$ cat src/source/cpu_params.svh
`ifndef CPU_PARAMS_SVH
`define CPU_PARAMS_SVH

// Memory depths in 32-bit words
`define IMEM_WORDS 64
`define DMEM_WORDS 64

// First fetch address after reset
`define RESET_PC 32'h0000_0000

`endif

$ cat src/source/cpuPkg.sv
package cpuPkg;

    typedef logic [31:0] wordT;
    typedef logic [4:0] regAddrT;

    // Major opcodes of the supported RV32I subset
    typedef enum logic [6:0] {
        OP_R      = 7'b0110011,
        OP_I      = 7'b0010011,
        OP_LOAD   = 7'b0000011,
        OP_STORE  = 7'b0100011,
        OP_BRANCH = 7'b1100011
    } opcodeT;

    typedef enum logic [2:0] {
        ALU_ADD = 3'd0,
        ALU_SUB = 3'd1,
        ALU_AND = 3'd2,
        ALU_OR  = 3'd3,
        ALU_SLT = 3'd4
    } aluOpT;

    // Immediate layout picked by the decoder
    typedef enum logic [1:0] {
        IMM_NONE = 2'd0,
        IMM_I    = 2'd1,
        IMM_S    = 2'd2,
        IMM_B    = 2'd3
    } immFmtT;

endpackage

$ cat src/source/instMem.sv
`timescale 1ns/10ps
`include "cpu_params.svh"

module instMem (
    input  logic                            CLK,
    input  logic                            RST,
    input  logic                            we,
    input  logic [$clog2(`IMEM_WORDS)-1:0]  wAddr,
    input  cpuPkg::wordT                    wData,
    input  cpuPkg::wordT                    rAddr,  // Byte address from the PC
    output cpuPkg::wordT                    inst
);
    import cpuPkg::*;

    localparam int AW = $clog2(`IMEM_WORDS);

    wordT mem [`IMEM_WORDS];

    // Empty words decode as a no-op
    initial begin
        for (int i = 0; i < `IMEM_WORDS; i++) begin
            mem[i] = '0;
        end
    end

    // Program loading only while the core is held in reset
    always_ff @(posedge CLK) begin
        if (RST && we) begin
            mem[wAddr] <= wData;
        end
    end

    assign inst = mem[rAddr[AW+1:2]];  // Drop byte offset

endmodule

$ cat config.mk
export PLATFORM = sky130hd
export DESIGN_NAME = instMem
export DESIGN_NICKNAME = d
export VERILOG_FILES = /design/src/source/cpuPkg.sv /design/src/source/instMem.sv
export VERILOG_INCLUDE_DIRS = /design/src /design/src/source
export SDC_FILE = /design/constraint.sdc
export NUM_CORES = 2
export LEC_CHECK = 0
export ABC_AREA = 1
export ABC_CLOCK_PERIOD_IN_PS = 2900
export BUFFER_PORTS_ARGS = -buffer_cell sky130_fd_sc_hd__buf_2
export CAP_MARGIN = 40
export CELL_PAD_IN_SITES_DETAIL_PLACEMENT = 2
export CELL_PAD_IN_SITES_GLOBAL_PLACEMENT = 2
export CORE_UTILIZATION = 40
export CTS_BUF_LIST = sky130_fd_sc_hd__clkbuf_4 sky130_fd_sc_hd__clkbuf_8
export CTS_CLUSTER_DIAMETER = 120
export DETAILED_ROUTE_END_ITERATION = 6
export GPL_TIMING_DRIVEN = 1
export PLACE_DENSITY_LB_ADDON = 0.2
export RECOVER_POWER = 25
export SLEW_MARGIN = 20
export SYNTH_ARGS = -nofsm -noshare
export SYNTH_HDL_FRONTEND = slang
export SYNTH_SLANG_ARGS = --single-unit
$ cat constraint.sdc
create_clock -name CLK -period 2.9 [get_ports CLK]
set_input_delay 0.29 -clock CLK [delete_from_list [all_inputs] [get_ports CLK]]
set_output_delay 0.29 -clock CLK [all_outputs]
set_load 0.01 [all_outputs]
After elaboration in Yosys (flattened, before gate mapping)
Memories as Yosys holds them, arrays and structs flattened.
Index checks and enable logic that the tools add are counted.

storage, ports and cells
  input port bits = 73
  RAM bits = 2048
  flip-flop bits (word level) = 0
  memories kept = 1
  logic and storage cells = 4
  output and inout bits = 32

operators by class
  mux-type cells = 2
  reductions and logical operators = 1

memories
  memory  words  bits a word  read ports  clocked after memory_dff  write ports  RTL line       text
  mem     64     32           1           0                         1            instMem.sv:17  wordT mem [`IMEM_WORDS];

operators by type and width
  operator           number
  two-way mux 1 bit  2
  logical AND 1 bit  1

Depth between registers and ports, before layout
  depth after elaboration = 3
  depth in mapped cells = 13

Least setup slack after synthesis
OpenSTA, ideal clock, no wires.

  path kind = input to register
  from = in RST
  to = mem mem[0][0] (netlist name) (enable)
  required time = 2479 ps
  path slack = 346 ps
  arrival time = 2133 ps
  stages on the path = 4
  cells stage by stage = nand2_1 inv_1 nand4_1 nor2_1

on the way
  word-level cells in the longest chain between the ends = 3

ends and longest elaborated chain
  element                                  RTL line       text
  start: declaration                       instMem.sv:6   input logic RST,
  logical AND 1 bit                        instMem.sv:28  if (RST && we) begin
  two-way mux 1 bit                        instMem.sv:28
  two-way mux 1 bit (not written as such)  instMem.sv:29  mem[wAddr] <= wData;
  end: declaration                         instMem.sv:17

No other way between the ends.

Worst setup path after layout
  from = mem mem[50][22] (netlist name)
  to = out inst[22]

on the way
  word-level cells in the longest chain between the ends = 1

ends and longest elaborated chain
  element                    RTL line       text
  memory read (64 x 32 bit)  n/a
  end: declaration           instMem.sv:11  output cpuPkg::wordT inst

No other way between the ends.

==> flow_summary.ini <==
[timing]
rsz0062_at_grt = true
drv_slew = 823
setup_viol_count_final = 2
period_needed_ns = 2.90
period_share = 1.00
max_slew.worst_pin.slew_ns = 2.15
clock.fmax_mhz = 344
setup_ws_ns = -0.00477
maxSlewHeadroom = -0.434
fin_setup_tns_ns = -0.00672
hold_viol_final = 0

[global_route]
antenna_found_initial = 17
grt_util_met1 = 0.391
grt_first_pass_wirelength_um = 450000
grtUsageMet3 = 0.0431
busiest_layer = met2
grt_pass1_vias = 64700
overflow = 0
grt_use_total = 0.301
gr-usage-met2 = 0.512
grt_start_max_net_pins = 113

[power]
switching_power_uw = 15800
clock_power_share = 0.408
combPwrFrac = 0.077
p_int_uw = 47800
power_uw = 63600
pwr-share-seq = 0.515
switching_share = 0.249
p_leak_uw = 0.0348
p_per_area_nw_per_um2 = 648
vdd_drop_max_mv = 0.597

[synthesis]
synthDistinctLibCells = 14
yosys_warnings = 0
synth_area_um2 = 82100
synth_area_per_cell_um2 = 12.2
syn_inst = 6742
seq_area_frac_synth = 0.749
syn-num-nets = 6815
synth-seq-cells = 2048

[clock_tree]
cts_buffers = 370
cts_tree = built
cts.sinks = 2048
cts_max_level = 5
cts_root_buffer = clkbuf_8
clk_path_buf_depth = 4
path_clk_slew_ns = 0.06

[critical_path]
crit_chain = nand2_1 -> nand3_1 -> nand3_1 -> nand3_2 -> nand3_4 -> nand2_2 -> nand2_4 -> nand2_2 -> buf_2
arrival_ns = 2.61
start_kind = register
critical_path.max_stage_delay_ns = 0.39
cp_top_family = simple AND/OR/NAND/NOR gates
crit_buf_inv = 1
cp_slowest_cell = edfxtp_1
path_class = register to output pin
crit_required_ns = 2.61
critPathCaptureType = output pin
path_max_fanout = 1

[floorplanning]
core.rowCount = 165
die_h_um = 455
initial_core_util = 0.404
ios = 105
die-area_um2 = 207000
coreArea_um2 = 203000
die_w_um = 455

[final_layout]
top_regs = mem: 2048 flops
n_fill_cell = 19800
largest_register_ffs = 2048
syn_to_final_growth_pct = 19.5
layout_common_cells = 2169 x nand2_1, 2048 x edfxtp_1, 1728 x nand3_1
regMostFlops = mem
drive_gt1_frac = 0.177
layout_commonest_cell = nand2_1
design_area_um2 = 98100
final_nets = 7268

[detailed_routing]
initialDrtViolationCount = 5401
num_vias = 59000
dr.pass1.iters = 6
wl_per_cell_um = 31.0
wirelength_um = 315000
ant_nets = 0
drc_errors = 0
viasPerCell = 5.82

[hold_path]
hp-class = primary input to register

[placed_design]
finalWeightedCongestion = 0.799
io_buffers = 78
dpl_cell_area_um2 = 89400
dp_hpwl_um = 181000

[status]
violations = max-capacitance violations, max-slew violations, negative setup slack
outcome = finished, violations left

[flow_run]
maxCapViolations = 22
metrics by stage:
step | hold slack (ns) | setup WS [ns] | std cells | utilization
floorplan | 0.389 | 0.346 | 6742 | -
global placement | 0.553 | 0.0819 | 9445 | 0.440
detailed placement | 0.559 | 0.00343 | 9452 | 0.441
CTS | 0.000703 | -0.0669 | 10100 | 0.480
global route | 0.0769 | -0.0609 | 10100 | 0.483
finish | 0.0921 | -0.00477 | 10100 | 0.483
routing by layer:
| layer | share of wire | vias to the layer above |
|---|---|---|
| met4 | 0.038 | 6 |
| li1 | - | 25000 |
| met2 | 0.49 | 2042 |
| met5 | 0.000095 | - |
| met3 | 0.059 | 623 |
| met1 | 0.41 | 31300 |
power by group through the flow:
stage	Clock, uW	Combinational (uW)	Sequential (uW)
2_1_floorplan	0	2030	33300
3_5_place_dp	0	4500	33300
6_report	25900	4910	32700
5_1_grt	27500	5170	32700
4_1_cts	26300	4790	32700
3_3_place_gp	0	4260	33300
cells in the mapped netlist (all sizes together):
cell    instances  share of area
buf           362          0.023
clkbuf         83         0.0039
edfxtp       2048           0.75
inv            13        0.00063
nand2        2263           0.10
nand3        1901           0.12
nand4           8        0.00061
nor2           64         0.0029
final cells by class:
| class | instances | area [um2] | share of cell area |
|---|---|---|---|
| Inverter | 13 | 86.3 | 0.000880 |
| Multi-Input combinational cell | 4236 | 20300 | 0.207 |
| Clock inverter | 122 | 583 | 0.00595 |
| Antenna cell | 20 | 50.0 | 0.000510 |
| Tap cell | 2672 | 3340 | 0.0341 |
| Clock buffer | 499 | 6090 | 0.0621 |
| Sequential cell | 2048 | 61500 | 0.627 |
| Timing Repair Buffer | 526 | 6140 | 0.0626 |
path summary, 6_finish.rpt:
check / to / slack [ns] / cells after the start / start
hold / removal: mem[50][24] / 0.09 / 4 / wAddr[1]
setup / recovery: inst[22] / -0.005 / 9 / mem[50][22]
timing repair:
action	CTS	global route
pin swaps	61	99
gates resized for setup	216	152
setup buffers	0	5
cloned	0	1
setup endpoints to repair	32	31
hold buffers	39	0
endpoints found under the hold margin	1684	0
cell families after synthesis:
logic type,Yosys count,synth area share
simple gates,4236,0.223
flops,2048,0.749
buf+inv,458,0.0278
Note: power is estimated with default switching activity, not from simulation.
