<file path="src/source/cpu_params.svh">
`ifndef CPU_PARAMS_SVH
`define CPU_PARAMS_SVH

// Memory depths in 32-bit words
`define IMEM_WORDS 64
`define DMEM_WORDS 64

// First fetch address after reset
`define RESET_PC 32'h0000_0000

`endif

</file>
<file path="src/source/cpuPkg.sv">
package cpuPkg;

    typedef logic [31:0] wordT;
    typedef logic [4:0] regAddrT;

    // Major opcodes of the supported RV32I subset
    typedef enum logic [6:0] {
        OP_R      = 7'b0110011,
        OP_I      = 7'b0010011,
        OP_LOAD   = 7'b0000011,
        OP_STORE  = 7'b0100011,
        OP_BRANCH = 7'b1100011
    } opcodeT;

    typedef enum logic [2:0] {
        ALU_ADD = 3'd0,
        ALU_SUB = 3'd1,
        ALU_AND = 3'd2,
        ALU_OR  = 3'd3,
        ALU_SLT = 3'd4
    } aluOpT;

    // Immediate layout picked by the decoder
    typedef enum logic [1:0] {
        IMM_NONE = 2'd0,
        IMM_I    = 2'd1,
        IMM_S    = 2'd2,
        IMM_B    = 2'd3
    } immFmtT;

endpackage

</file>
<file path="src/source/dataMem.sv">
`timescale 1ns/10ps
`include "cpu_params.svh"

module dataMem (
    input  logic          CLK,
    input  logic          RST,
    input  logic          we,
    input  cpuPkg::wordT  addr,  // Byte address, low two bits ignored
    input  cpuPkg::wordT  wd,
    output cpuPkg::wordT  rdata
);
    import cpuPkg::*;

    localparam int AW = $clog2(`DMEM_WORDS);

    wordT mem [`DMEM_WORDS];

    always_ff @(posedge CLK) begin
        if (RST) begin
            for (int i = 0; i < `DMEM_WORDS; i++) begin
                mem[i] <= '0;
            end
        end else if (we) begin
            mem[addr[AW+1:2]] <= wd;
        end
    end

    assign rdata = mem[addr[AW+1:2]];

endmodule

</file>
<file path="config.mk">
export PLATFORM = sky130hd
export DESIGN_NAME = dataMem
export DESIGN_NICKNAME = d
export VERILOG_FILES = /design/src/source/cpuPkg.sv /design/src/source/dataMem.sv
export VERILOG_INCLUDE_DIRS = /design/src /design/src/source
export SDC_FILE = /design/constraint.sdc
export NUM_CORES = 2
export LEC_CHECK = 0
export ABC_AREA = 1
export CAP_MARGIN = 20
export CELL_PAD_IN_SITES_DETAIL_PLACEMENT = 2
export CELL_PAD_IN_SITES_GLOBAL_PLACEMENT = 2
export CORE_UTILIZATION = 40
export CTS_CLUSTER_DIAMETER = 40
export DETAILED_ROUTE_END_ITERATION = 12
export DONT_BUFFER_PORTS = 1
export PLACE_DENSITY_LB_ADDON = 0.1
export SYNTH_ARGS = -nofsm -noshare
export SYNTH_HDL_FRONTEND = slang
export SYNTH_SLANG_ARGS = --single-unit
</file>
<file path="constraint.sdc">
create_clock -name CLK -period 3.05 [get_ports CLK]
set_input_delay 0.4575 -clock CLK [delete_from_list [all_inputs] [get_ports CLK]]
set_output_delay 0.4575 -clock CLK [all_outputs]
set_load 0.01 [all_outputs]
</file>
# After elaboration in Yosys (flattened, before gate mapping)
# Memory sizes are Yosys's and may differ from the RTL's.
# Cells that the tools add are included.
[word_totals] in_bits=67 memories=1 ram_bits=2048 regBits=0
[op_classes] reduce_logical=1 muxes=8
[memory_table] memory="mem" words=64 word_bits=32 rd=1 rd_clocked_by_memory_dff=0 write_ports=64 line="dataMem.sv:16" text="wordT mem [`DMEM_WORDS];"
[op_table] op="32-bit 2-to-1 mux" count=1
[op_table] op="32-bit OR reduction" count=1
[op_table] op="1-bit 2-to-1 mux" count=6
[op_table] op="6-bit 2-to-1 mux" count=1

# Logic depth before layout (Yosys ltp)
[depth] depth_word=5 mapped_depth=15 mapped_depth_nobuf=11

# Least setup slack after synthesis
# Ideal clock, no wire load.
[synth_timing] path_type="input to register" startpoint="input port addr[3]" endpoint="memory mem[22][0] (netlist bit) (enable)" t_required_ns=2.661 path_slack_ns=0.213 path_buffers=5 setup_ns=0.389 t_arrival_ns=2.448 cell_stages=7 cell_sequence="buf_2 -> buf_2 -> clkbuf_1 -> buf_2 -> nand4_1 -> clkbuf_1 -> nand2_1"
[synth_rtl] item="start, declared" line="dataMem.sv:8" text="input cpuPkg::wordT addr,"
[synth_rtl] item="end, declared" line="dataMem.sv:16"

# Worst setup path in the final report
[layout_timing] startpoint="input port addr[4]" endpoint="output port rdata[27]"
[layout_via] elab_chain_cells=1
[layout_rtl] item="memory 64 x 32 bit"
[layout_rtl] item="end, declared" line="dataMem.sv:10" text="output cpuPkg::wordT rdata"
# No other way between the ends.

==> flow_metrics.tcl <==
set metrics [dict create \
    p_sw_frac 0.2620 \
    endpoint_kind "primary output" \
    dp_hpwl_um 252700 \
    dp.cells 13880 \
    grt_usage 0.3751 \
    hold_path_class "in -> reg" \
    slew_viol_final 0 \
    synth_area_um2 95200 \
    routed_wl_um 477200 \
    dieArea_um2 240000 \
    comb_power_share 0.099 \
    p_seq_frac 0.375 \
    yosysTopAreaCellShare 0.6460 \
    setup_slack_ps -519.3 \
    clk_pin_slew_ps 50 \
    arrival_ps 3110 \
    crit_type "in -> out" \
    die_x_um 489.9 \
    rows 178 \
    fin_nets 11320 \
    io_pins 99 \
    p_int_mw 64.89 \
    start_kind "input port" \
    root_buffer "clkbuf_16" \
    num_vias 84810 \
    fmax_mhz 280.2 \
    hold_ws_ps 48.28 \
    die_y_um 489.9 \
    netSwitchingPower_mw 23.04 \
    violations "setup timing" \
    vias_per_cell 5.755 \
    grt_antenna_before_repair 15 \
    cts_sinks 2048 \
    numCtsBuffers 397 \
    outcome "finished, violations left" \
    critPathSlowestCell "inv_8" \
    syn_nets 11020 \
    path_cells "inv_8 -> buf_12 -> buf_4 -> nand2_1 -> nand2_1 -> nand2_1 -> nand2_1 -> buf_12 -> nor2_1 -> nand2_1 -> buf_12 -> buf_12" \
    slowest_delay_ps 540 \
    timing.final.crit_share 1.170 \
    setup_viol 32 \
    initial_utilization 0.4036 \
    netlist_instances 10950 \
    ys_seq_elements 2048 \
    grt_max_degree 1042 \
    drt_iter0_markers 8847 \
    ys_warn_count 0 \
    period_minus_slack_ps 3569 \
    tritoncts "done" \
    synth_top_cells_by_area "edfxtp_1 65%, nand2_1 23%, nor2_1 8.4%" \
    syn_to_final_growth_pct 28.50 \
    syn_area_per_cell_um2 8.694 \
    peakVddDrop_uv 531.4 \
    first_pass_iters 6 \
    final-hold-violation-count 0 \
    ant_nets 0 \
    drc 0 \
    synth_seq_area_share 0.6460 \
    slew_headroom 0.08150 \
    fp.coreArea_um2 235900 \
    leakage_nw 53.88 \
    grt_setup_unrepaired "true" \
    tightest_slew_ps 1378 \
    drive_above_1_share 0.1673 \
    grt_pass1_wl_um 647000 \
    p_per_area_nw_per_um2 718.7 \
    reg_top3 "mem (2048)" \
    grt_overflow 0 \
    timing.critical_path.mode_cell "nand2_1" \
    crit_required_ps 2590 \
    cts_max_level 5 \
    cp_max_fo 259 \
    pwr-share-clk 0.526 \
    ys_types 18 \
    portBuffers 0 \
    place_congestion 0.8518 \
    largest_register "mem" \
    clk_path_buf_depth 4 \
    fillers 24020 \
    yosysTopAreaCell "edfxtp_1" \
    avgRoutedWirePerCell_um 32.39 \
    maxCapViolCount 0 \
    fin_cells 14740 \
    largest_reg_flops 2048 \
    grt_pass1_vias 91070 \
]
-- area by class of cell --
class                           instances  area, um2  area share
Antenna cell                           10      25.02   0.0002046
Clock buffer                          425      10120     0.08276
Clock inverter                        292       3526     0.02882
Inverter                               55      334.1    0.002731
Multi-Input combinational cell       8026      32260      0.2637
Sequential cell                      2048      61500      0.5027
Tap cell                             3150       3941     0.03222
Timing Repair Buffer                  729      10630     0.08686
-- synth_stat cells --
cell type / n
nand4_1: 1
nand3_1: 12
nor4_2: 2
nand2_1: 5851
buf_1: 57
o21ai_0: 7
nor2_1: 2126
buf_2: 100
nor3_2: 3
inv_1: 21
clkbuf_1: 664
nor4_4: 3
or2_2: 6
o211ai_1: 5
nor4_1: 1
edfxtp_1: 2048
nor3_1: 9
inv_2: 34
-- critical path, delay by kind of cell --
kind                   cells  cell delay (ps)
buffers and inverters      6             1500
AND/OR/NAND/NOR            6              610
-- kinds of logic after synthesis --
kind of cell | Yosys count | synth area share
buffers and inverters | 876 | 0.03585
AND/OR/NAND/NOR | 8014 | 0.3174
AO/OA/AOI/OAI | 12 | 0.0007623
flip-flops | 2048 | 0.6460
-- power groups by stage --
stage,sequential (mW),clock [mW],combinational [mW]
after floorplan,33.3,0,3.44
final,33.0,46.3,8.70
after detailed placement,33.4,0,7.08
after global routing,33.1,47.4,8.98
after global placement,33.3,0,6.81
after CTS,32.9,46.1,7.73
-- cell usage in the layout, fill, tap and decap left out, drive strengths merged --
cell type	netlist	final
nor3	12	12
or2	6	6
o21ai	7	7
inv	55	79
buf	157	669
bufinv	0	68
o211ai	5	5
nor4	6	6
clkinv	0	149
nor2	2126	2126
dlygate4sd3	0	24
bufbuf	0	10
nand4	1	1
clkinvlp	0	51
nand3	12	12
diode	0	10
edfxtp	2048	2048
clkbuf	664	451
nand2	5851	5851
-- repair_timing --
item	4_1_cts	5_1_grt
hold buffers	24	0
setup endpoints to repair	32	2080
hold endpoints to repair	215	0
resized for setup	361	410
buffers inserted	26	29
gates cloned	21	33
pin swaps	29	116
-- worst paths after layout --
kind / from / end / slack (ps) / cells past startpoint
worst min-delay path: wd[15] / mem[5][15] / 50 / 2
worst max-delay path: addr[4] / rdata[27] / -520 / 12
-- per-stage QoR --
| step | cell area (um2) | setup slack (ps) | util | setup TNS (ps) | power (mW) |
|---|---|---|---|---|---|
| after CTS | 120000 | -327.8 | 0.5087 | -8584 | 86.74 |
| after global routing | 122300 | -253.8 | 0.5186 | -5487 | 89.44 |
| final | 122300 | -519.3 | 0.5187 | -11260 | 87.92 |
| after floorplan | 95200 | 212.6 | - | 0 | 36.70 |
| after global placement | 104100 | -454.6 | 0.4416 | -8530 | 40.08 |
| after detailed placement | 104100 | -566.0 | 0.4416 | -21700 | 40.49 |
-- metal layers --
layer	vias up	GRT usage	routed length (um)
met1	44200	0.4619	179700
li1	35220	-	-
met3	1195	0.05457	35700
met5	-	0	44
met2	4188	0.6179	227500
met4	8	0.2387	34330
No activity file was read; power rests on OpenSTA's default activity.
