<file path="src/source/cpu_params.svh">
`ifndef CPU_PARAMS_SVH
`define CPU_PARAMS_SVH

// Memory depths in 32-bit words
`define IMEM_WORDS 64
`define DMEM_WORDS 64

// First fetch address after reset
`define RESET_PC 32'h0000_0000

`endif

</file>
<file path="src/source/cpuPkg.sv">
package cpuPkg;

    typedef logic [31:0] wordT;
    typedef logic [4:0] regAddrT;

    // Major opcodes of the supported RV32I subset
    typedef enum logic [6:0] {
        OP_R      = 7'b0110011,
        OP_I      = 7'b0010011,
        OP_LOAD   = 7'b0000011,
        OP_STORE  = 7'b0100011,
        OP_BRANCH = 7'b1100011
    } opcodeT;

    typedef enum logic [2:0] {
        ALU_ADD = 3'd0,
        ALU_SUB = 3'd1,
        ALU_AND = 3'd2,
        ALU_OR  = 3'd3,
        ALU_SLT = 3'd4
    } aluOpT;

    // Immediate layout picked by the decoder
    typedef enum logic [1:0] {
        IMM_NONE = 2'd0,
        IMM_I    = 2'd1,
        IMM_S    = 2'd2,
        IMM_B    = 2'd3
    } immFmtT;

endpackage

</file>
<file path="src/source/regFile.sv">
`timescale 1ns/10ps

module regFile (
    input  logic             CLK,
    input  logic             RST,
    input  cpuPkg::regAddrT  rs1,
    input  cpuPkg::regAddrT  rs2,
    input  cpuPkg::regAddrT  rd,
    input  logic             we,
    input  cpuPkg::wordT     wd,
    output cpuPkg::wordT     rd1,
    output cpuPkg::wordT     rd2
);
    import cpuPkg::*;

    wordT regs [32];

    always_ff @(posedge CLK) begin
        if (RST) begin
            for (int i = 0; i < 32; i++) begin
                regs[i] <= '0;
            end
        end else if (we && rd != '0) begin
            regs[rd] <= wd;  // x0 never written
        end
    end

    // Asynchronous reads, x0 forced to zero
    assign rd1 = (rs1 == '0) ? '0 : regs[rs1];
    assign rd2 = (rs2 == '0) ? '0 : regs[rs2];

endmodule

</file>
<file path="config.mk">
export PLATFORM = sky130hd
export DESIGN_NAME = regFile
export DESIGN_NICKNAME = d
export VERILOG_FILES = /design/src/source/cpu_params.svh /design/src/source/cpuPkg.sv /design/src/source/regFile.sv
export SDC_FILE = /design/constraint.sdc
export NUM_CORES = 2
export LEC_CHECK = 0
export BUFFER_PORTS_ARGS = -buffer_cell sky130_fd_sc_hd__buf_2
export CORE_ASPECT_RATIO = 2
export CORE_MARGIN = 2
export CORE_UTILIZATION = 45
export CTS_BUF_LIST = sky130_fd_sc_hd__clkbuf_4 sky130_fd_sc_hd__clkbuf_8
export DETAILED_ROUTE_END_ITERATION = 8
export PLACE_DENSITY_LB_ADDON = 0.08
export REMOVE_ABC_BUFFERS = 1
export SETUP_SLACK_MARGIN = 0.4
export SKIP_LAST_GASP = 1
export SYNTH_ARGS = -nofsm -noshare
export SYNTH_HDL_FRONTEND = slang
export SYNTH_SLANG_ARGS = --single-unit
export TNS_END_PERCENT = 50
</file>
<file path="constraint.sdc">
create_clock -name CLK -period 2.87 [get_ports CLK]
set_input_delay 0.287 -clock CLK [delete_from_list [all_inputs] [get_ports CLK]]
set_output_delay 0.287 -clock CLK [all_outputs]
set_load 0.01 [all_outputs]
</file>
[Yosys cells after proc, flatten, opt, wreduce, memory -nomap -nowiden]
Memory sizes are Yosys's and may differ from the RTL's.
Index checks and enable logic that the tools add are counted.
Operators by class
  div/mod/pow operators: 0
  bitwise logic cells: 0
  shifts and indexed selects: 0
  eq/ne operators: 0
  add/sub/neg operators: 0
  magnitude comparators: 0
  reduce and logical (&&, ||, !) cells: 5
  multiplexer cells: 10
  multipliers: 0
Operator list (count)
  32-bit 2-to-1 mux: 3
  32-bit OR reduction: 1
  5-bit logical NOT: 2
  1-bit 2-to-1 mux: 6
  5-bit 2-to-1 mux: 1
  5-bit nonzero test: 1
  1-bit logical AND: 1
Storage, ports and cells
  bits in read-only memories: 0
  memory bits (writable): 1024
  memories kept: 1
  bits in registers: 0
  logic and storage cells: 16
  bits in latches: 0
  input bits: 50
  output and inout port bits: 64
Memories
  regs: words 32, width 32, read ports 2, clocked after Yosys merged registers in 0, write ports 32, line regFile.sv:16  | wordT regs [32];

[Longest topological paths before layout]
  word-level depth: 7
  depth in mapped cells: 9
  mapped depth without buffers: 4

[Worst setup path after synthesis]
No wires, ideal clock.
  path kind: input to output
  start: input port rs2[2]
  end: output port rd2[15]
  cell stages on the path: 7
  data required time: 2.583 ns
  arrival time: 1.947 ns
  buffers on the path: 3
  setup slack: 0.636 ns
  cells stage by stage: buf_2 -> buf_2 -> buf_1 -> mux4_2 -> a22o_1 -> a2111oi_1 -> nor3_1
Between the ends
  cells in the longest elaborated chain, start to end: 2
  elaborated cells between the ends (all ways): 3
  those cells by class: mux: 1; reduce/logical: 1; memory: 1
Ends and longest elaborated chain
  from (decl): line regFile.sv:7  | input cpuPkg::regAddrT rs2,
  memory read 32 x 32 bit or 5-bit logical NOT (tied branches)
  32-bit 2-to-1 mux (*): line regFile.sv:30  | assign rd2 = (rs2 == '0) ? '0 : regs[rs2];
  to (decl): line regFile.sv:12  | output cpuPkg::wordT rd2
Every way passes the cells marked *; elsewhere a longest branch is shown, timed or not.

==> results.ini <==
[cts]
root_buffer = clkbuf_8
numCtsBuffers = 150
cts_max_level = 4
cts_num_sinks = 1024
clk_pin_slew_ns = 0.07
max-clock-path-buffers = 3
cts_tree = yes

[pwr]
fin_total_pwr_mw = 35.05
power_density_nw_per_um2 = 554.2
irDropWorstVdd_mv = 0.4474
power.leakage_nw = 22.03

[floorplanning]
top_level_ports = 114
dieArea_um2 = 123500
core_um2 = 120000
die_h_um = 495.0
fp-row-count = 180
die_x_um = 249.5
start_util_pct = 45.20

[critical_path]
required_ns = 2.58
cp_common_cell = mux4_2
critPathLaunchType = flop
worst_path_max_delay_cell = mux4_2
end_kind = output pin
path_cells = mux4_2, mux4_2, o22ai_2, nor3_1, buf_4, buf_6
crit_type = reg -> out
max_stage_delay_ns = 0.58
critPathArrivalTime_ns = 2.83
cp_max_fo = 2

[yosys]
synth.most_common_cell = edfxtp_1
synth_commonest_cells = 1,024 x edfxtp_1, 995 x and2_1, 472 x mux4_2, 271 x clkbuf_1, 150 x mux2i_1
yosysTopAreaCell = edfxtp_1
synth_top_area_share_pct = 56.68
syn_avg_cell_area_um2 = 15.49
async_flop_share_pct = 0
synth.area.top_cells = edfxtp_1 57%, mux4_2 20%, and2_1 11%
syn-cell-area_um2 = 54250
synth.distinct_cells = 42
syn_inst = 3502
ys_seq_area_share_pct = 56.68
synth_edf_count = 1024
dominantRegCellSynth = edfxtp_1
yosys_warnings = 0
synth-seq-cells = 1024

[route]
wl_per_cell_um = 36.88
drt-pass1-iter-count = 7
ant_nets = 0
vias = 35179
drt_iter0_markers = 3480
drc = 0
routed_via_density = 6.493
wl_mm = 199.8

[layout]
fillers = 9878
final_area_um2 = 63240
largestRegisters = regs (1024)
largest_reg_flops = 1024
area_delta_synth_final_pct = 16.57
finish.net_count = 3794
regMostFlops = regs
drive_above_1_share_pct = 35.46
layout.cells.non_filler = 5418

[grt]
overflow = 0
grtUsageMet2_pct = 59.03
grt_first_pass_wirelength_mm = 277.2
grt_start_max_net_pins = 61
use_met1_pct = 35.22
grt_pass1_vias = 37529
grt_usage_pct = 32.43
gr-usage-met3_pct = 5.443
busiest_layer = met2
antenna_found_initial = 15

[run_status]
violations = setup timing
status = finished, violations left

[timing]
max_freq_mhz = 321.0
slew_viol_final = 0
hold_viol_final = 0
fin_ws_ns = -0.2450
tns_ns = -6.000
post-route-min-period_ns = 3.115
fin_crit_sh_pct = 108.5
worstMarginPinSlew_ns = 0.9864
rsz0062_at_grt = true
setup_viol = 53
max_slew_margin_pct = 33.99

[hold_path]
hp-class = in -> reg

[placed_design]
port_buffers = 113
place.gp.congestion = 0.8595
hpwl_mm = 128.2
placed_cell_area_um2 = 58670
place_inst = 5109

[flow_run]
cap_viol_max_count = 0

## layer usage
layer | routed length [um] | up-vias
li1 | - | 14078
met1 | 67190 | 18467
met2 | 106500 | 1961
met3 | 13630 | 665
met4 | 12420 | 8
met5 | 53 | -
## final cells by class
class | instances | area (um2) | area share [%]
inverters | 2 | 7.507 | 0.01187
well taps | 1547 | 1936 | 3.061
diodes | 8 | 20.02 | 0.03165
clock buffers | 190 | 2402 | 3.799
repair buffers | 446 | 4204 | 6.647
clock inverters | 81 | 590.6 | 0.9338
flip-flops and latches | 1024 | 30750 | 48.62
multi-input cells | 2120 | 23330 | 36.90
## report_power, final
group	internal [mW]	total, mW	leakage, nW	switching [mW]
Clock	6.23	12.2	1.57	6.00
Sequential	17.3	17.8	9.75	0.471
Combinational	2.26	5.06	10.7	2.80
Total	25.8	35.0	22.0	9.27
## per-stage QoR
step / setup WS [ns] / hold slack (ns) / util, %
2_1_floorplan: -0.9260 / 0.3995 / -
3_3_place_gp: -0.2384 / 0.9200 / 48.88
3_5_place_dp: -0.1978 / 0.9342 / 48.88
4_1_cts: -0.2901 / 0.001926 / 52.33
5_1_grt: -0.3214 / 0.03703 / 52.67
6_report: -0.2450 / 0.08570 / 52.69
## worst paths after layout
path / startpoint / slack (ns) / end / cells after the start
setup / recovery: regs[26][25]$_SDFFCE_PN0P_ / -0.25 / rd1[25] / 6
hold / removal: wd[6] / 0.09 / regs[1][6]$_SDFFCE_PN0P_ / 2
## layout by cell type (no fill, tap or decap), drive strengths merged, types with 33 or more instances in the layout
master	netlist	final
o22ai	103	103
mux2i	150	150
mux4	472	472
a2111oi	55	55
edfxtp	1024	1024
nor3	54	54
and2	995	995
a22o	51	51
or2	33	33
nor2	36	36
clkbuf	271	190
clkinv	0	63
buf	116	433
## kinds of logic (layout without fill, tap and decap cells)
family | Yosys count | count (layout) | synth area share (%)
DFF | 1024 | 1024 | 56.68
buffers and inverters | 389 | 719 | 3.351
AOI/OAI and AO/OA | 259 | 259 | 3.651
other | 1 | 40 | 0.006912
muxes | 652 | 652 | 22.98
and+or+nand+nor | 1177 | 1177 | 13.33
## what timing repair did
action                     4_1_cts  5_1_grt
hold buffers                    13        0
resized for setup              144       57
setup endpoints to repair       64       64
hold endpoints to repair       115        0
pin swaps                       64       33
setup buffers                   13        4
## worst max-delay path: cells and delay by family (launching register included)
family          cells  cell delay, ns
flops               1            0.42
buf+inv             2            0.29
simple gates        1            0.06
mux                 2            1.06
compound gates      1            0.15
Power figures use the tool's default switching activity.
