[src/source/cpu_params.svh]
`ifndef CPU_PARAMS_SVH
`define CPU_PARAMS_SVH

// Memory depths in 32-bit words
`define IMEM_WORDS 64
`define DMEM_WORDS 64

// First fetch address after reset
`define RESET_PC 32'h0000_0000

`endif

[src/source/cpuPkg.sv]
package cpuPkg;

    typedef logic [31:0] wordT;
    typedef logic [4:0] regAddrT;

    // Major opcodes of the supported RV32I subset
    typedef enum logic [6:0] {
        OP_R      = 7'b0110011,
        OP_I      = 7'b0010011,
        OP_LOAD   = 7'b0000011,
        OP_STORE  = 7'b0100011,
        OP_BRANCH = 7'b1100011
    } opcodeT;

    typedef enum logic [2:0] {
        ALU_ADD = 3'd0,
        ALU_SUB = 3'd1,
        ALU_AND = 3'd2,
        ALU_OR  = 3'd3,
        ALU_SLT = 3'd4
    } aluOpT;

    // Immediate layout picked by the decoder
    typedef enum logic [1:0] {
        IMM_NONE = 2'd0,
        IMM_I    = 2'd1,
        IMM_S    = 2'd2,
        IMM_B    = 2'd3
    } immFmtT;

endpackage

[src/source/ctrlBus.sv]
`timescale 1ns/10ps

interface ctrlBus;
    import cpuPkg::*;

    logic    regWrite;
    logic    aluSrc;  // 1 selects imm as operand B
    logic    memWrite;
    logic    memToReg;
    logic    branch;
    aluOpT   aluOp;
    wordT    imm;
    regAddrT rs1;
    regAddrT rs2;
    regAddrT rd;

    modport dec (
        output regWrite, aluSrc, memWrite, memToReg, branch,
        output aluOp, imm, rs1, rs2, rd
    );

    // Datapath side, everything but the ALU operation
    modport dp (
        input regWrite, aluSrc, memWrite, memToReg, branch,
        input imm, rs1, rs2, rd
    );

    modport ex (input aluOp);

endinterface

[src/source/alu.sv]
`timescale 1ns/10ps

module alu (
    ctrlBus.ex            ctrl,
    input  cpuPkg::wordT  a,
    input  cpuPkg::wordT  b,
    output cpuPkg::wordT  result,
    output logic          zero
);
    import cpuPkg::*;

    logic lessThan;

    // Signed compare for slt
    assign lessThan = $signed(a) < $signed(b);

    always_comb begin
        case (ctrl.aluOp)
            ALU_ADD: result = a + b;
            ALU_SUB: result = a - b;
            ALU_AND: result = a & b;
            ALU_OR:  result = a | b;
            ALU_SLT: result = {31'd0, lessThan};
            default: result = '0;
        endcase
    end

    assign zero = (result == '0);  // Used by beq

endmodule

[src/flat_wrapper.sv]
// flat-port wrapper written by rule: the top's interface ports become plain ports
module alu_flat import cpuPkg::*;
  (a, b, result, zero, ctrl_aluOp);
  ctrlBus ctrl_i ();
  input  cpuPkg::wordT a;
  input  cpuPkg::wordT b;
  output cpuPkg::wordT result;
  output logic zero;
  input wire logic [$bits(ctrl_i.aluOp)-1:0] ctrl_aluOp;
  assign ctrl_i.aluOp = ctrl_aluOp;
  alu u_core (.ctrl(ctrl_i), .a(a), .b(b), .result(result), .zero(zero));
endmodule
[config.mk]
export PLATFORM = sky130hd
export DESIGN_NAME = alu_flat
export DESIGN_NICKNAME = d
export VERILOG_FILES = /design/src/source/cpu_params.svh /design/src/source/cpuPkg.sv /design/src/source/ctrlBus.sv /design/src/source/alu.sv /design/src/flat_wrapper.sv
export SDC_FILE = /design/constraint.sdc
export NUM_CORES = 1
export LEC_CHECK = 0
export ABC_AREA = 0
export BUFFER_PORTS_ARGS = -buffer_cell sky130_fd_sc_hd__buf_2
export CORE_ASPECT_RATIO = 0.6
export CORE_MARGIN = 2
export CORE_UTILIZATION = 50
export DETAILED_ROUTE_END_ITERATION = 8
export PLACE_DENSITY = 0.83
export SLEW_MARGIN = 20
export SYNTH_ARGS = -nofsm -noshare
export SYNTH_HDL_FRONTEND = slang
export SYNTH_SLANG_ARGS = --single-unit
export TNS_END_PERCENT = 30
[constraint.sdc]
create_clock -name vclk -period 5.5
set_clock_uncertainty 0.05 [all_clocks]
set_input_delay 0.275 -clock vclk [all_inputs]
set_output_delay 0.275 -clock vclk [all_outputs]
set_load 0.005 [all_outputs]
Word-level counts from Yosys, hierarchy flattened
Cells that the tools add are included.

Flip-flop bits (word level): 0. Bits of input ports: 67. Output and inout port bits: 33. Logic and storage cells: 12.

$add $sub $neg: 2. $lt $le $gt $ge: 1. Equal/unequal tests: 4. Mux-type cells: 1. Bitwise gates (word level): 2. Reductions and logical operators: 2.

Operators with widths (count): one-hot mux 32 bit (5 select lines) (1); adder 32 bit (1); bitwise AND 32 bit (1); logical NOT 32 bit (1); < comparator 32 bit (1); bitwise OR 32 bit (1); subtractor 32 bit (1); == test 3 x 2 -> 1 bit, second input constant (2); == test 3 x 1 -> 1 bit, second input constant (1); == test 3 bit, second input constant (1); logical NOT 3 bit (1).

Depth between registers and ports, before layout
Gate-level depths: netlist of the first run.

Depth in word-level cells: 3. Gate-level depth with buffers: 15. Gate-level depth less buffers: 14.

Worst setup path after synthesis of the first run
Ideal clock, no wire load.

Path type: input-to-output. Start: input port a[0]. End: output port zero. Arrival time: 3.609 ns. Required time: 5.175 ns. Setup slack: 1.566 ns. Stages: 13. Path buffers: 0. Cells stage by stage: ha_1 -> fa_1 -> a211oi_2 -> or3_1 -> and3b_1 -> o32ai_1 -> or4_1 -> a2111o_1 -> a2111oi_2 -> nand4_1 -> a2111o_1 -> or4_1 -> nor2_1.

Cells in the longest elaborated chain, start to end: 3. Elaborated cells on any way between the ends: 7. Classes of those cells: 2 x add/sub; 1 x order compare; 1 x mux; 2 x bitwise; 1 x reduce/logical.

RTL lines: start, declared (line flat_wrapper.sv:5) `input cpuPkg::wordT a;`; subtractor 32 bit / adder 32 bit (equally long branches) (line alu.sv:20, alu.sv:19); one-hot mux 32 bit (5 select lines) * (line alu.sv:18) `case (ctrl.aluOp)`; named net result[4] (line flat_wrapper.sv:7) `output cpuPkg::wordT result;`; logical NOT 32 bit * (line alu.sv:28) `assign zero = (result == '0);`; end, declared (line flat_wrapper.sv:8) `output logic zero;`.

Mark *: on every way through the listed nets, which the timed path passes. The rest lies on a longest branch.

Worst setup path after layout of the first run
Start: input port a[15]. End: output port zero.

Cells in the longest elaborated chain, start to end: 3. Elaborated cells on any way between the ends: 7. Classes of those cells: 2 x add/sub; 1 x order compare; 1 x mux; 2 x bitwise; 1 x reduce/logical.

RTL lines: subtractor 32 bit, or another cell as far along (line alu.sv:20) `ALU_SUB: result = a - b;`; one-hot mux 32 bit (5 select lines) * (line alu.sv:18); logical NOT 32 bit * (line alu.sv:28).

Mark *: on every way between the ends. The rest lies on a longest branch, timed or not.

==> results of run 1 <==
==> where the power goes <==
part / internal [mW] / leakage (nW) / switching (mW)
clock: 0 / 0 / 0
combinational: 0.228 / 2.85 / 0.400
sequential: 0 / 0 / 0
total: 0.228 / 2.85 / 0.400
==> worst paths after layout <==
kind                           from         to  cells after the start
worst max-delay path          a[15]       zero                     14
worst min-delay path  ctrl_aluOp[2]  result[1]                      3
==> cell type report <==
type	instances	share of cell area (%)
inverter	97	6.22
tap	139	2.97
timing repair buffer	106	9.31
multi-input combinational	664	81.5
==> routing by layer <==
| metal | wire [um] | track usage, % |
|---|---|---|
| met1 | 8510 | 46.3 |
| met2 | 7010 | 41.7 |
| met3 | 2890 | 8.39 |
| met4 | 269 | 2.88 |
| met5 | 0 | 0 |
==> cells by family after synthesis <==
family	share of synthesized area [%]
buffers and inverters	11.9
multiplexers	2.08
AO/OA/AOI/OAI	35.8
XOR/XNOR	2.42
AND/OR/NAND/NOR	22.8
adder cells (fa/ha/maj)	25.0
==> layout by cell type, fill, tap and decap left out, drive strengths merged, types with 9 or more instances in the layout <==
master / count
o21ai: 59
nor2b: 10
a211oi: 15
inv: 97
o22ai: 12
ha: 105
nor3: 30
a21o: 14
nand3: 24
mux2i: 9
xnor2: 11
buf: 106
a21oi: 67
nor2: 64
nand4: 12
o211ai: 14
or4: 11
a2111oi: 14
nand2: 67
o31ai: 12
==> results.cfg, run 1 <==
[sta]
finalSetupTns_ns = 0
fin_crit_sh_pct = 86.9
fin_hold_ws_ns = 0.890
max_slew_margin_pct = 36.1
fin_ws_ns = 0.721
fmax_mhz = 209
rsz0062_at_grt = no
period_minus_slack_ns = 4.78
slew_viol_final = 0
worst_pin_slew_ns = 0.956
hold_viol_final = 0
finalSetupViolCount = 0

[floorplanning]
dieWidth_um = 138
core_area_um2 = 10600
die_area_um2 = 11700
initial_core_util_pct = 51.3
die_y_um = 84.6
placementRows = 29
num_io_pins = 100

[logic_synthesis]
yosys.area.top_type_share_pct = 24.2
netlist_area_um2 = 5420
yosysWarnings = 0
synth_seq_area_share_pct = 0
ys_types = 82
synth.avg_cell_area_um2 = 6.71
synthesis.nets = 982
postSynthCellCount = 808
synth_commonest_cells = ha_1 (105), inv_1 (97), nand2_1 (67)
yosys-top-cells-area = ha_1 (24%), inv_1 (6.7%), a21oi_1 (5.9%)
synth_area_leader_cell = ha_1
yosysMostFrequentCell = ha_1

[detailed_routing]
dr.pass1.iters = 6
vias = 6576
viasPerCell = 6.54
routedWlPerCell_um = 18.6
detail-route-antenna-nets = 0
routed_wl_um = 18700
drc = 0
drt_iter0_markers = 917

[cells_and_area]
layout.nets = 1043
fin_cells = 1006
layout-drive-gt1-share_pct = 16.4
syn2layout_area_growth_pct = 8.13
nClkBuffers = 0
antennaDiodeCount = 0
multi_input_comb_area_um2 = 4770
final_area_um2 = 5860
regArea_um2 = 0
fin_util_pct = 55.5
nFillCells = 1058
seq_cell_count = 0

[clock_network]
postCtsSetupBuffers = 0
cts_hold_buf = 0
ctsResizeCount = 0

[setup_path]
critPathLaunchType = input pin
endpoint_kind = output pin
arrival_ns = 4.45
critPathMaxStageDelay_ns = 0.53
crit_buf_inv = 3
path_cells = buf_2 -> inv_1 -> ha_1 -> a21oi_1 -> a21oi_1 -> or4_4 -> o221a_4 -> o41a_1 -> or3_1 -> a311o_1 -> or4_1 -> or4_1 -> nor2_1 -> buf_2
slowest_stage = or4_4
cp_top_family = simple AND/OR/NAND/NOR gates
crit_type = in2out
cp_max_fo = 13
cp.required_ns = 5.18

[run_status]
outcome = finished, final reports clean

[power]
leakagePower_nw = 2.85
power_density_nw_per_um2 = 107
finalPower_uw = 628
vdd_drop_max_uv = 56.7

[placed_design]
dp_hpwl_um = 15000
place.port_buffers = 100
place_area_um2 = 5860
gp_congestion = 1.05
dp_slack_ns = 0.838
placed_cells_incl_taps = 1006

[run]
maxCapViolCount = 0

[global_routing]
antenna_found_initial = 0
grt_usage_pct = 29.9
grt_pass1_vias = 5535
grt_max_degree = 51
grt_pass1_wl_um = 29200
gr-total-overflow = 0

[worst_hold_path]
worstHoldPathType = in2out
Power figures use the tool's default switching activity.
==> inputs of run 2 (changes only) <==
--- a/config.mk
+++ b/config.mk
@@ -8,7 +8,6 @@
 export ABC_AREA = 0
 export BUFFER_PORTS_ARGS = -buffer_cell sky130_fd_sc_hd__buf_2
 export CORE_ASPECT_RATIO = 0.6
-export CORE_MARGIN = 2
 export CORE_UTILIZATION = 50
 export DETAILED_ROUTE_END_ITERATION = 8
 export PLACE_DENSITY = 0.83
==> run 2 against run 1 <==
Compared with the run above:
- sequential share of layout area did not move
- worst hold slack got worse by 0.0032 ns
- critical path depth rose by 1
- core utilization rose by 0.095 points
- clock-buffer cell count did not move
- flip-flop and latch count did not move
- setup slack improved by 0.028 ns
- fmax rose by 0.59%
- global-route usage rose by 3.0 points
- cell count rose by 0.20%
- die area fell by 3.8%
- critical path type unchanged
==> results.cfg, run 2 (synthesis gave the netlist of run 1 again) <==
[sta]
worst_pin_slew_ns = 0.895
fmax_mhz = 211
finalSetupTns_ns = 0
finalSetupViolCount = 0
slew_viol_final = 0
fin_crit_sh_pct = 86.4
rsz0062_at_grt = no
period_minus_slack_ns = 4.75
hold_viol_final = 0
fin_ws_ns = 0.749
max_slew_margin_pct = 40.2

[floorplanning]
core_area_um2 = 10600
die_y_um = 82.6
placementRows = 29
num_io_pins = 100
dieWidth_um = 136
die_area_um2 = 11300
initial_core_util_pct = 51.3

[global_routing]
antenna_found_initial = 1
grt_usage_pct = 33.0
grt_pass1_wl_um = 29200
gr-total-overflow = 0
grt_pass1_vias = 5621
grt_max_degree = 51

[placed_design]
dp_slack_ns = 0.815
dp_hpwl_um = 15300
place.port_buffers = 100
gp_congestion = 1.05

[clock_network]
postCtsSetupBuffers = 0
ctsResizeCount = 0
cts_hold_buf = 0

[worst_hold_path]
min_path_cells = 3
worstHoldPathType = in2out
hp-start = ctrl_aluOp[2]
hold_end = result[1]

[setup_path]
arrival_ns = 4.43
crit_type = in2out
endpoint_kind = output pin
cp_max_fo = 4
critPathLaunchType = input pin
cp.required_ns = 5.18

[cells_and_area]
seq_cell_count = 0
layout-drive-gt1-share_pct = 16.5
final_common_cell = ha_1
nFillCells = 1066
layout.nets = 1044
regArea_um2 = 0
nClkBuffers = 0
final_cell_mix = ha_1 (105), buf_2 (100), inv_1 (97)
syn2layout_area_growth_pct = 8.31

[run_status]
outcome = finished, final reports clean

[detailed_routing]
vias = 6462
viasPerCell = 6.41
dr.pass1.iters = 8
routed_wl_um = 18900
detail-route-antenna-nets = 0
routedWlPerCell_um = 18.8
drc = 0
drt_iter0_markers = 732

[run]
maxCapViolCount = 0
==> run 2: changes by cell type in the layout (fill, tap and decap cells not counted), sizes merged <==
cell | previous run | this run
buf | 106 | 107
diode | 0 | 1
==> run 2: layout make-up <==
class	instances	area [um2]	share of cell area, %
Tap cell	139	174	2.96
Antenna cell	1	2.50	0.0426
Timing Repair Buffer	107	553	9.42
Inverter	97	364	6.20
Multi-Input combinational cell	664	4770	81.4
==> run 2: worst max-delay path by stage <==
| stage | startpoint | end | slack [ns] |
|---|---|---|---|
| after detailed placement | b[0] | zero | 0.81 |
| after floorplan | a[0] | zero | 1.57 |
| after global routing | b[3] | zero | 0.58 |
| after CTS | b[0] | zero | 0.79 |
| after global placement | a[0] | zero | 0.90 |
| final | b[0] | zero | 0.75 |
==> run 2: worst max-delay path, stage by stage <==
cell and delay, ns:
buf_2 0.12, ha_1 0.24, fa_1 0.45, a211oi_2 0.39, or3_1 0.18, and3b_1 0.16
o32ai_1 0.10, or4_1 0.62, a2111o_1 0.41, a2111oi_2 0.26, nand4_1 0.14, a2111o_1 0.29
or4_1 0.55, nor2_1 0.13, buf_2 0.11
==> run 2: layer usage <==
layer	global-route usage, %	up-vias	wire length, um
li1	-	3054	-
met5	0	-	0
met1	50.0	2905	8790
met3	7.69	33	2840
met2	45.9	470	6980
met4	5.78	0	311
==> run 2: stage by stage <==
step | util (%) | cell area (um2) | std cells | hold slack [ns]
final | 55.6 | 5870 | 1008 | 0.887
after global routing | 55.6 | 5870 | 1007 | 0.912
after CTS | 55.6 | 5870 | 1007 | 0.877
after detailed placement | 55.6 | 5870 | 1007 | 0.877
after global placement | 55.6 | 5870 | 1007 | 0.870
after floorplan | - | 5420 | 808 | 0.796
